--- src/dcache_pkg.sv ---
package dcache_pkg;

    localparam int addr_w      = 16;
    localparam int data_w      = 32;
    localparam int index_w     = 4;
    localparam int tag_w       = addr_w - index_w - 2;  // includes select bit, zero for memory
    localparam int be_addr_w   = addr_w - 2;            // word address
    localparam int line_count  = 1 << index_w;
    localparam int wtbuf_depth = 4;
    localparam int wtbuf_ptr_w = $clog2(wtbuf_depth);
    localparam int ctrl_off_w  = 4;

    // word offsets inside the control space
    typedef enum logic [ctrl_off_w-1:0] {
        ctrl_hit            = 4'd0,
        ctrl_miss           = 4'd1,
        ctrl_read_hit       = 4'd2,
        ctrl_read_miss      = 4'd3,
        ctrl_write_hit      = 4'd4,
        ctrl_write_miss     = 4'd5,
        ctrl_reset_counters = 4'd6,
        ctrl_invalidate     = 4'd7,
        ctrl_buffer_empty   = 4'd8,
        ctrl_buffer_full    = 4'd9
    } ctrl_addr_e;

    typedef enum logic [2:0] {
        core_idle,
        core_lookup,
        core_refill,
        core_store,
        core_done
    } core_state_e;

    typedef struct packed {
        logic              valid;
        logic              we;
        logic [addr_w-1:0] addr;
        logic [data_w-1:0] wdata;
    } fe_req_t;

    typedef struct packed {
        logic              ready;
        logic [data_w-1:0] rdata;
    } fe_rsp_t;

    typedef struct packed {
        logic                 valid;
        logic                 we;
        logic [be_addr_w-1:0] addr;
        logic [data_w-1:0]    wdata;
    } be_req_t;

    typedef struct packed {
        logic              ready;
        logic [data_w-1:0] rdata;
    } be_rsp_t;

    typedef struct packed {
        logic [be_addr_w-1:0] addr;
        logic [data_w-1:0]    wdata;
    } wt_entry_t;

    typedef struct packed {
        logic read_hit;
        logic read_miss;
        logic write_hit;
        logic write_miss;
    } cache_event_t;

endpackage

--- src/dcache_ctrl.sv ---
`timescale 1ns/1ps

module dcache_ctrl (
    input  logic                     clk,
    input  logic                     reset,
    input  dcache_pkg::fe_req_t      fe_req,
    output dcache_pkg::fe_rsp_t      fe_rsp,
    input  dcache_pkg::cache_event_t events,
    input  logic                     wtbuf_empty,
    input  logic                     wtbuf_full,
    output logic                     invalidate
);
    import dcache_pkg::*;

    logic [data_w-1:0] read_hit_cnt;
    logic [data_w-1:0] read_miss_cnt;
    logic [data_w-1:0] write_hit_cnt;
    logic [data_w-1:0] write_miss_cnt;
    logic [data_w-1:0] hit_cnt;
    logic [data_w-1:0] miss_cnt;
    logic [data_w-1:0] rdata_q;
    logic              ready_q;
    logic              counter_reset;
    logic              accept;
    ctrl_addr_e        offset;

    assign hit_cnt  = read_hit_cnt + write_hit_cnt;
    assign miss_cnt = read_miss_cnt + write_miss_cnt;

    // valid stays up during the ready cycle, so skip it there
    assign accept = fe_req.valid && !ready_q;
    assign offset = ctrl_addr_e'(fe_req.addr[ctrl_off_w+1:2]);

    always_ff @(posedge clk or posedge reset) begin
        if (reset) begin
            read_hit_cnt   <= '0;
            read_miss_cnt  <= '0;
            write_hit_cnt  <= '0;
            write_miss_cnt <= '0;
        end else if (counter_reset) begin
            read_hit_cnt   <= '0;
            read_miss_cnt  <= '0;
            write_hit_cnt  <= '0;
            write_miss_cnt <= '0;
        end else begin
            if (events.read_hit) read_hit_cnt <= read_hit_cnt + 1'b1;
            if (events.read_miss) read_miss_cnt <= read_miss_cnt + 1'b1;
            if (events.write_hit) write_hit_cnt <= write_hit_cnt + 1'b1;
            if (events.write_miss) write_miss_cnt <= write_miss_cnt + 1'b1;
        end
    end

    always_ff @(posedge clk or posedge reset) begin
        if (reset) begin
            ready_q       <= 1'b0;
            invalidate    <= 1'b0;
            counter_reset <= 1'b0;
        end else begin
            ready_q       <= accept;  // answer next cycle
            invalidate    <= accept && (offset == ctrl_invalidate);
            counter_reset <= accept && (offset == ctrl_reset_counters);
        end
    end

    always_ff @(posedge clk) begin
        rdata_q <= '0;  // zero outside the ready cycle
        if (accept) begin
            case (offset)
                ctrl_hit:          rdata_q <= hit_cnt;
                ctrl_miss:         rdata_q <= miss_cnt;
                ctrl_read_hit:     rdata_q <= read_hit_cnt;
                ctrl_read_miss:    rdata_q <= read_miss_cnt;
                ctrl_write_hit:    rdata_q <= write_hit_cnt;
                ctrl_write_miss:   rdata_q <= write_miss_cnt;
                ctrl_buffer_empty: rdata_q <= {{(data_w-1){1'b0}}, wtbuf_empty};
                ctrl_buffer_full:  rdata_q <= {{(data_w-1){1'b0}}, wtbuf_full};
                default:           rdata_q <= '0;
            endcase
        end
    end

    assign fe_rsp.ready = ready_q;
    assign fe_rsp.rdata = rdata_q;

endmodule

--- src/dcache_store.sv ---
`timescale 1ns/1ps

module dcache_store (
    input  logic                          clk,
    input  logic                          reset,
    input  logic [dcache_pkg::index_w-1:0] index,
    input  logic [dcache_pkg::tag_w-1:0]   tag,
    output logic                          hit,
    output logic [dcache_pkg::data_w-1:0]  rdata,
    input  logic                          fill,
    input  logic [dcache_pkg::data_w-1:0]  fill_data,
    input  logic                          update,
    input  logic [dcache_pkg::data_w-1:0]  update_data,
    input  logic                          invalidate
);
    import dcache_pkg::*;

    logic [line_count-1:0] valid_bits;
    logic [tag_w-1:0]      tag_mem  [line_count];
    logic [data_w-1:0]     data_mem [line_count];

    // direct mapped, one compare
    assign hit   = valid_bits[index] && (tag_mem[index] == tag);
    assign rdata = data_mem[index];

    always_ff @(posedge clk or posedge reset) begin
        if (reset) begin
            valid_bits <= '0;
        end else if (invalidate) begin
            valid_bits <= '0;  // flash clear
        end else if (fill) begin
            valid_bits[index] <= 1'b1;
        end
    end

    always_ff @(posedge clk) begin
        if (fill) begin
            tag_mem[index]  <= tag;
            data_mem[index] <= fill_data;
        end else if (update) begin
            data_mem[index] <= update_data;  // write hit keeps line current
        end
    end

endmodule

--- src/dcache_wtbuf.sv ---
`timescale 1ns/1ps

module dcache_wtbuf (
    input  logic                  clk,
    input  logic                  reset,
    input  logic                  push,
    input  dcache_pkg::wt_entry_t push_entry,
    input  logic                  pop,
    output dcache_pkg::wt_entry_t head,
    output logic                  empty,
    output logic                  full
);
    import dcache_pkg::*;

    wt_entry_t              mem [wtbuf_depth];
    logic [wtbuf_ptr_w-1:0] wr_ptr;
    logic [wtbuf_ptr_w-1:0] rd_ptr;
    logic [wtbuf_ptr_w:0]   count;
    logic                   do_push;
    logic                   do_pop;

    assign do_push = push && !full;
    assign do_pop  = pop && !empty;

    assign head  = mem[rd_ptr];
    assign empty = (count == '0);
    assign full  = (count == (wtbuf_ptr_w + 1)'(wtbuf_depth));

    always_ff @(posedge clk or posedge reset) begin
        if (reset) begin
            wr_ptr <= '0;
            rd_ptr <= '0;
            count  <= '0;
        end else begin
            if (do_push) wr_ptr <= wr_ptr + 1'b1;  // wraps at depth
            if (do_pop) rd_ptr <= rd_ptr + 1'b1;
            case ({do_push, do_pop})
                2'b10:   count <= count + 1'b1;
                2'b01:   count <= count - 1'b1;
                default: count <= count;  // both or neither
            endcase
        end
    end

    always_ff @(posedge clk) begin
        if (do_push) begin
            mem[wr_ptr] <= push_entry;
        end
    end

endmodule

--- src/dcache_core.sv ---
`timescale 1ns/1ps

module dcache_core (
    input  logic                           clk,
    input  logic                           reset,
    input  dcache_pkg::fe_req_t            fe_req,
    output dcache_pkg::fe_rsp_t            fe_rsp,
    output dcache_pkg::be_req_t            be_req,
    input  dcache_pkg::be_rsp_t            be_rsp,
    output logic [dcache_pkg::index_w-1:0] index,
    output logic [dcache_pkg::tag_w-1:0]   tag,
    output logic                           fill,
    output logic [dcache_pkg::data_w-1:0]  fill_data,
    output logic                           update,
    output logic [dcache_pkg::data_w-1:0]  update_data,
    input  logic                           hit,
    input  logic [dcache_pkg::data_w-1:0]  rdata,
    output logic                           push,
    output dcache_pkg::wt_entry_t          push_entry,
    output logic                           pop,
    input  dcache_pkg::wt_entry_t          head,
    input  logic                           empty,
    input  logic                           full,
    output dcache_pkg::cache_event_t       events
);
    import dcache_pkg::*;

    core_state_e       state;
    core_state_e       state_next;
    logic [data_w-1:0] rdata_q;
    logic              lookup;
    logic              store_ok;
    logic              refill_req;
    logic              drain_req;

    assign lookup = (state == core_lookup);
    assign index  = fe_req.addr[index_w+1:2];
    assign tag    = fe_req.addr[addr_w-1:index_w+2];

    // store leaves in lookup, or later once the buffer has room
    assign store_ok         = fe_req.we && !full && (lookup || state == core_store);
    assign push             = store_ok;
    assign push_entry.addr  = fe_req.addr[addr_w-1:2];
    assign push_entry.wdata = fe_req.wdata;
    assign update           = store_ok && hit;
    assign update_data      = fe_req.wdata;

    assign events.read_hit   = lookup && !fe_req.we && hit;
    assign events.read_miss  = lookup && !fe_req.we && !hit;
    assign events.write_hit  = lookup && fe_req.we && hit;
    assign events.write_miss = lookup && fe_req.we && !hit;

    // refill only on an empty buffer, so reads see earlier stores
    assign refill_req   = (state == core_refill) && empty;
    assign drain_req    = !empty;
    assign be_req.valid = refill_req || drain_req;
    assign be_req.we    = drain_req;
    assign be_req.addr  = drain_req ? head.addr : fe_req.addr[addr_w-1:2];
    assign be_req.wdata = head.wdata;
    assign pop          = drain_req && be_rsp.ready;
    assign fill         = refill_req && be_rsp.ready;
    assign fill_data    = be_rsp.rdata;

    always_comb begin
        state_next = state;
        case (state)
            core_idle:   if (fe_req.valid) state_next = core_lookup;
            core_lookup: begin
                if (fe_req.we) begin
                    state_next = full ? core_store : core_done;
                end else begin
                    state_next = hit ? core_done : core_refill;
                end
            end
            core_refill: if (fill) state_next = core_done;
            core_store:  if (!full) state_next = core_done;
            default:     state_next = core_idle;  // done lasts one cycle
        endcase
    end

    always_ff @(posedge clk or posedge reset) begin
        if (reset) begin
            state <= core_idle;
        end else begin
            state <= state_next;
        end
    end

    always_ff @(posedge clk) begin
        if (events.read_hit) begin
            rdata_q <= rdata;
        end else if (fill) begin
            rdata_q <= be_rsp.rdata;
        end
    end

    assign fe_rsp.ready = (state == core_done);
    assign fe_rsp.rdata = (state == core_done && !fe_req.we) ? rdata_q : '0;

endmodule

--- src/dcache_top.sv ---
`timescale 1ns/1ps

module dcache_top (
    input  logic                clk,
    input  logic                reset,
    input  dcache_pkg::fe_req_t fe_req,
    output dcache_pkg::fe_rsp_t fe_rsp,
    output dcache_pkg::be_req_t be_req,
    input  dcache_pkg::be_rsp_t be_rsp
);
    import dcache_pkg::*;

    fe_req_t           core_req;
    fe_req_t           ctrl_req;
    fe_rsp_t           core_rsp;
    fe_rsp_t           ctrl_rsp;
    cache_event_t      events;
    logic [index_w-1:0] index;
    logic [tag_w-1:0]  tag;
    logic              hit;
    logic [data_w-1:0] store_rdata;
    logic              fill;
    logic [data_w-1:0] fill_data;
    logic              update;
    logic [data_w-1:0] update_data;
    logic              push;
    wt_entry_t         push_entry;
    logic              pop;
    wt_entry_t         head;
    logic              empty;
    logic              full;
    logic              invalidate;

    // top address bit selects the control space
    always_comb begin
        core_req       = fe_req;
        ctrl_req       = fe_req;
        core_req.valid = fe_req.valid && !fe_req.addr[addr_w-1];
        ctrl_req.valid = fe_req.valid && fe_req.addr[addr_w-1];
    end

    assign fe_rsp.ready = core_rsp.ready | ctrl_rsp.ready;
    assign fe_rsp.rdata = core_rsp.rdata | ctrl_rsp.rdata;  // idle side drives zero

    dcache_core core_i (
        .clk, .reset, .fe_req(core_req), .fe_rsp(core_rsp), .be_req, .be_rsp,
        .index, .tag, .fill, .fill_data, .update, .update_data,
        .hit, .rdata(store_rdata), .push, .push_entry, .pop,
        .head, .empty, .full, .events
    );

    dcache_store store_i (
        .clk, .reset, .index, .tag, .hit, .rdata(store_rdata),
        .fill, .fill_data, .update, .update_data, .invalidate
    );

    dcache_wtbuf wtbuf_i (
        .clk, .reset, .push, .push_entry, .pop, .head, .empty, .full
    );

    dcache_ctrl ctrl_i (
        .clk, .reset, .fe_req(ctrl_req), .fe_rsp(ctrl_rsp), .events,
        .wtbuf_empty(empty), .wtbuf_full(full), .invalidate
    );

endmodule

--- config.mk ---
export PLATFORM = sky130hd
export DESIGN_NAME = dcache_top
export DESIGN_NICKNAME = d
export VERILOG_FILES = /design/src/dcache_pkg.sv /design/src/dcache_ctrl.sv /design/src/dcache_store.sv /design/src/dcache_wtbuf.sv /design/src/dcache_core.sv /design/src/dcache_top.sv
export SDC_FILE = /design/constraint.sdc
export NUM_CORES = 2
export LEC_CHECK = 0
export BUFFER_PORTS_ARGS = -buffer_cell sky130_fd_sc_hd__buf_2
export CAP_MARGIN = 5
export CELL_PAD_IN_SITES_DETAIL_PLACEMENT = 0
export CELL_PAD_IN_SITES_GLOBAL_PLACEMENT = 1
export CORE_UTILIZATION = 45
export DETAILED_ROUTE_END_ITERATION = 8
export PLACE_DENSITY_LB_ADDON = 0.1
export SYNTH_ARGS = -nofsm -noshare
export SYNTH_HDL_FRONTEND = slang
export SYNTH_SLANG_ARGS = --single-unit
export TNS_END_PERCENT = 50
--- constraint.sdc ---
create_clock -name clk -period 10.48 [get_ports clk]
set_clock_uncertainty 0.1 [all_clocks]
set_input_delay 1.048 -clock clk [delete_from_list [all_inputs] [get_ports clk]]
set_output_delay 1.048 -clock clk [all_outputs]
set_load 0.05 [all_outputs]
# --- Yosys cells after proc, flatten, opt, wreduce, memory -nomap -nowiden ---
# Memory sizes are Yosys's and may differ from the RTL's. A register that Yosys moved wholly into a read port is not among the register bits.
# Cells that the tools add are included.
op_classes:
  add_sub_neg: 10
  n_lt_le_gt_ge: 2
  n_eq_ne: 20
  mux: 33
  bitwise: 4
  reduce_logical: 41
ops:
  columns: ["op", "n"]
  rows:
  - ["32-bit two-way mux", 10]
  - ["32-bit case mux with 8 select lines", 1]
  - ["32-bit by 1-bit adder with 32-bit output, second input constant", 4]
  - ["32-bit adder", 2]
  - ["16-bit two-way mux", 2]
  - ["32-bit bitwise OR", 1]
  - ["1-bit logical AND", 22]
  - ["3-bit two-way mux", 6]
  - ["4-bit by 3-bit equality test with 1-bit output, second input constant", 4]
  - ["16-bit bitwise OR", 1]
  - ["14-bit two-way mux", 1]
  - ["2-bit nonzero test", 7]
  - ["3-bit case mux with 4 select lines", 1]
  - ["10-bit equality test", 1]
  - ["1-bit two-way mux", 9]
  - ["4-bit by 2-bit equality test with 1-bit output, second input constant", 2]
  - ["4-bit equality test, second input constant", 2]
  - ["3-bit by 2-bit equality test with 1-bit output, second input constant", 2]
  - ["3-bit equality test, second input constant", 2]
  - ["1-bit zero test", 6]
  - ["3-bit zero test", 2]
  - ["3-bit case mux with 2 select lines", 1]
  - ["4-bit by 5-bit less-than comparator with 1-bit output, second input constant", 1]
  - ["2-bit by 1-bit adder with 2-bit output, second input constant", 2]
  - ["other kinds (15)", 18]
totals:
  ff_bits: 189
  mem_bits_rw: 856
  inputBits: 85
  output_inout_bits: 81
  wordCells: 126
  memories: 3
mem_list:
  columns: ["name", "depth", "width", "rd", "rd_clocked_by_memory_dff", "wr", "line", "rtl"]
  rows:
  - ["store_i.data_mem", 16, 32, 1, 1, 1, "dcache_store.sv:20", "logic [data_w-1:0] data_mem [line_count];"]
  - ["wtbuf_i.mem", 4, 46, 1, 0, 1, "dcache_wtbuf.sv:15", "wt_entry_t mem [wtbuf_depth];"]
  - ["store_i.tag_mem", 16, 10, 1, 0, 1, "dcache_store.sv:19", "logic [tag_w-1:0] tag_mem [line_count];"]

# --- Longest topological paths before layout ---
depth:
  word_depth: 9
  depth_mapped: 15
  ltp_nobuf: 13

# --- Modules after synthesis ---
# A second synthesis with hierarchy kept.
unflattened:
  hier_cells: 3075
  area_unflattened_um2: 48470.2
by_module_without_submodules:
  columns: ["mod", "n_inst", "cells_per_inst", "area_each_um2", "seq_area_each_um2"]
  rows:
  - ["dcache_store", 1, 1135, 26701.9, 20579.7]
  - ["dcache_ctrl", 1, 1311, 11158.2, 3918.8]
  - ["dcache_wtbuf", 1, 278, 7059.3, 5700.5]
  - ["dcache_core", 1, 316, 3328.2, 1036.0]
  - ["dcache_top", 1, 35, 222.7, 0.0]

# --- Worst setup path before layout ---
# OpenSTA, ideal clock, no wires.
synth_path:
  kind: "input port to flip-flop"
  from: "input fe_req[34] (netlist bit)"
  to: "memory store_i.data_mem[4][0] (enable)"
  setup_ps: 461
  arrival_ps: 5264
  required_ps: 9919
  path_slack_ps: 4655
  path_stages: 11
  path_buffers: 3
  cell_sequence: "buf_6 -> buf_8 -> mux4_2 -> mux4_2 -> xnor2_1 -> nand2_1 -> nor2_1 -> nand2_1 -> o21a_1 -> clkbuf_1 -> nor3_1"
synth_via:
  elab_chain_len: 8
  elab_cells_between_ends: 10
  classes_between: "eq/ne: 1; mux: 5; bitwise: 1; reduce/logical: 2; memory: 1"
synth_rtl:
  columns: ["element", "line", "rtl"]
  rows:
  - ["from (decl)", "dcache_top.sv:6", "input dcache_pkg::fe_req_t fe_req,"]
  - ["memory 16 x 10 bit / 1-bit binary-select mux with 4-bit select (equally long branches)", null, null]
  - ["10-bit equality test / 1-bit two-way mux (equally long branches)", "dcache_store.sv:23", "assign hit = valid_bits[index] && (tag_mem[index] == tag);"]
  - ["1-bit logical AND", "dcache_store.sv:23", null]
  - ["1-bit logical AND", "dcache_core.sv:45", "assign update = store_ok && hit;"]
  - ["1-bit two-way mux", "dcache_store.sv:40", "end else if (update) begin"]
  - ["1-bit two-way mux", "dcache_store.sv:37", "if (fill) begin"]
  - ["1-bit two-way mux (not written as such)", "dcache_store.sv:41", "data_mem[index] <= update_data;"]
  - ["1-bit bitwise OR (no source line)", null, null]
  - ["to (decl)", "dcache_store.sv:20", null]
# Several ways; a longest one is shown, not always the timed one. The select of a mux whose other input is x is not followed.

# --- Worst setup path after layout ---
layout_path:
  from: "input fe_req[34] (netlist bit)"
  to: "memory store_i.data_mem[5][27] (data pin)"
layout_via:
  elab_chain_len: 8
  elab_cells_between_ends: 10
  classes_between: "eq/ne: 1; mux: 6; reduce/logical: 2; memory: 1"
layout_rtl:
  columns: ["element", "line"]
  rows:
  - ["memory 16 x 10 bit / 1-bit binary-select mux with 4-bit select (equally long branches)", null]
  - ["10-bit equality test / 1-bit two-way mux (equally long branches)", "dcache_store.sv:23"]
  - ["1-bit logical AND *", "dcache_store.sv:23"]
  - ["1-bit logical AND *", "dcache_core.sv:45"]
  - ["1-bit two-way mux *", "dcache_store.sv:40"]
  - ["1-bit two-way mux *", "dcache_store.sv:37"]
  - ["1-bit two-way mux (not written as such) *", "dcache_store.sv:41"]
  - ["32-bit two-way mux (no source line) *", null]
# Every way passes the cells marked *; elsewhere a longest branch is shown, timed or not. The select of a mux whose other input is x is not followed.

==> results.yml <==
run_status:
  status: "finished clean"
setup_path:
  path_delay_family: "simple AND/OR/NAND/NOR gates"
  slowest_stage: "or4b_1"
  crit_buf_inv: 2
  critical_path.cell_chain: "buf_8 -> mux4_1 -> mux2i_1 -> xnor2_1 -> a2111oi_2 -> o21ai_1 -> or4b_1 -> nor2_4 -> buf_4 -> nand2_1 -> nand2_1"
  worstPathMaxFanout: 82
  critPathKind: "input pin to register"
  regToRegSetupSlack_ns: 5.38
  worst_setup_path_end_kind: "register"
  worstPathArrival_ns: 6.33
  cp_common_cell: "nand2_1"
  startpoint_type: "input pin"
  worstPathRequired_ns: 10.80
  cpPeakStageDelay_ns: 0.88
timing:
  worstMarginPinSlew_ns: 1.21
  period_minus_slack_ns: 6.01
  setup_viol: 0
  finalSetupTns_ns: 0
  finalHoldViolations: 0
  setup_ws_ns: 4.47
  rsz0062_at_grt: "false"
  min_period_over_period: 0.574
  maxSlewViolCount: 0
  hold_ws_ns: 0.236
  relSlewSlack: 0.192
  fmax_ghz: 0.166
cells_and_area:
  multiInputGateArea_um2: 15200
  regArea_um2: 31200
  largestRegisters: "store_i.data_mem x512, wtbuf_i.mem x184, store_i.tag_mem x160"
  utilization: 0.516
  drive_gt1_frac: 0.213
  largest_reg_flops: 512
  fillers: 8548
  final_nets: 3373
  syn2layout_area_growth_pct: 13.5
  finalNonFillerCells: 4691
  stdcell_area_um2: 53400
  largest_register: "store_i.data_mem"
drt:
  wl_per_cell_um: 26.2
  dr.pass1.iters: 7
  first_iter_violations: 2290
  dr_total_vias: 27400
  vias_per_cell: 5.84
  drc: 0
  ant_nets: 0
  drt-total-wl_um: 123000
power:
  power_leakage_nw: 19.2
  power_density_nw_per_um2: 196
  ir_drop_mv: 0.146
  p_total_mw: 10.5
logic_synthesis:
  avgSynthCellArea_um2: 15.6
  yosysUniqueCellTypes: 77
  synth-edff-count: 888
  ys_ff_latch: 1077
  ys.flop_type: "edfxtp_1"
  yosysTopAreaCellShare: 0.566
  yosysWarnings: 0
  syn-instance-count: 3026
  synth-async-reset-ratio: 0.146
  yosysSeqAreaShare: 0.663
  synth_area_um2: 47100
  yosysTopAreaCell: "edfxtp_1"
  syn_nets: 3185
  synth_top_cells_by_area: "edfxtp_1 57%, mux4_2 12%, dfrtp_1 8.3%"
cts:
  cts_resized: 0
  ctsHoldBuffers: 0
  root_buffer: "clkbuf_16"
  clkLatencyLatePin_ns: 0.70
  cts_made_buffers: 110
  path_clk_slew_ns: 0.06
  tritoncts: "done"
  cts.sinks: 1077
  cts_setup_buffers: 0
  clockBufferDepth: 3
  cts.htree.levels: 3
global_routing:
  grt_max_degree: 105
  overflow: 0
  grt_pass1_vias: 28000
  track_usage: 0.233
  grt_pass1_wl_um: 181000
  antenna_found_initial: 9
floorplanning:
  rows: 118
  die_area_um2: 106000
  die_h_um: 326
  coreArea_um2: 104000
  initial_utilization: 0.454
  die_x_um: 326
  pin_count: 166
placed_design:
  numPortBuffers: 163
  gp_congestion: 0.835
  numPlacedInstances: 4482
  dp_hpwl_um: 74800
  dpl_cell_area_um2: 49700
  pre_cts_ws_ns: 3.79
worst_hold_path:
  hp-class: "input pin to asynchronous set/reset pin"
job:
  maxCapViolCount: 0
-- path summary, 6_finish.rpt --
check | start | to | cells past startpoint
worst min-delay path | reset | ctrl_i.write_miss_cnt[6]$_DFFE_PP0P_ | 2
worst max register to register | store_i.tag_mem[3][9]$_DFFE_PP_ | store_i.data_mem[5][27]$_DFFE_PP_ | 10
min in group clk | store_i.valid_bits[10]$_DFFE_PP0P_ | store_i.valid_bits[10]$_DFFE_PP0P_ | 2
max in group asynchronous | reset | ctrl_i.write_hit_cnt[23]$_DFFE_PP0P_ | 3
worst min register to register | store_i.valid_bits[10]$_DFFE_PP0P_ | store_i.valid_bits[10]$_DFFE_PP0P_ | 2
worst max-delay path | fe_req[34] | store_i.data_mem[5][27]$_DFFE_PP_ | 11
-- where the power goes --
group | switching [mW] | internal [mW] | leakage [nW]
clock network | 1.64 | 2.43 | 1.81
registers | 0.117 | 4.74 | 10.4
logic | 1.05 | 0.498 | 7.01
total | 2.81 | 7.67 | 19.2
-- layer usage --
metal	GRT usage	wire length [um]	vias up	part of all wire
met3	0.0440	7940	193	0.065
met4	0.0712	3030	4	0.025
met5	0	23	-	0.00019
li1	-	-	12100	-
met1	0.327	53900	14300	0.44
met2	0.369	58000	795	0.47
-- cells in the mapped netlist, drive strengths merged (9+ instances only) --
library cell    n
a221oi         18
dfxtp          32
o211ai          9
nand4          34
nor2          225
a22o           12
a21oi         114
a22oi          47
ha             71
nand2         250
o21a           11
o21ai         116
nand3          57
edfxtp        888
dfrtp         157
nand2b         14
xnor2          92
and2           15
and3           24
a21o           55
nor4           10
and4           11
xor2           66
nor2b          18
buf            46
clkbuf         98
mux2i          55
nor3           45
or3            38
mux4          251
inv            59
a31oi          12
-- cells in the final DEF (no fill, tap or decap), types with 24 or more instances in the layout --
cell | netlist | routed
a21o_1 | 55 | 55
a21oi_1 | 114 | 114
a22oi_1 | 47 | 47
buf_2 | 16 | 159
buf_4 | 4 | 58
clkbuf_1 | 95 | 24
clkbuf_16 | 0 | 112
dfrtp_1 | 157 | 154
dfxtp_1 | 32 | 32
edfxtp_1 | 888 | 888
ha_1 | 71 | 71
inv_1 | 59 | 58
mux2i_1 | 55 | 55
mux4_2 | 249 | 249
nand2_1 | 249 | 247
nand3_1 | 53 | 52
nand4_1 | 32 | 32
nor2_1 | 223 | 208
nor3_1 | 38 | 26
o21ai_0 | 109 | 109
or3_1 | 38 | 38
xnor2_1 | 92 | 92
xor2_1 | 66 | 66
-- kinds of logic after synthesis --
group	Yosys count	share of synthesized area
muxes	307	0.132
and+or+nand+nor	763	0.0774
buffers and inverters	203	0.0180
AOI/OAI and AO/OA	444	0.0598
xor gates and xnor gates	158	0.0294
adders and majority gates	74	0.0201
DFF	1077	0.663
-- final cells by class --
| cell class | count | share of cell area |
|---|---|---|
| diodes | 4 | 0.000187 |
| multi-input cells | 1746 | 0.285 |
| repair buffers | 220 | 0.0239 |
| clock buffers | 140 | 0.0552 |
| well taps | 1380 | 0.0323 |
| clock inverters | 65 | 0.0148 |
| inverters | 59 | 0.00424 |
| flip-flops and latches | 1077 | 0.585 |
No activity file was read; power rests on OpenSTA's default activity.
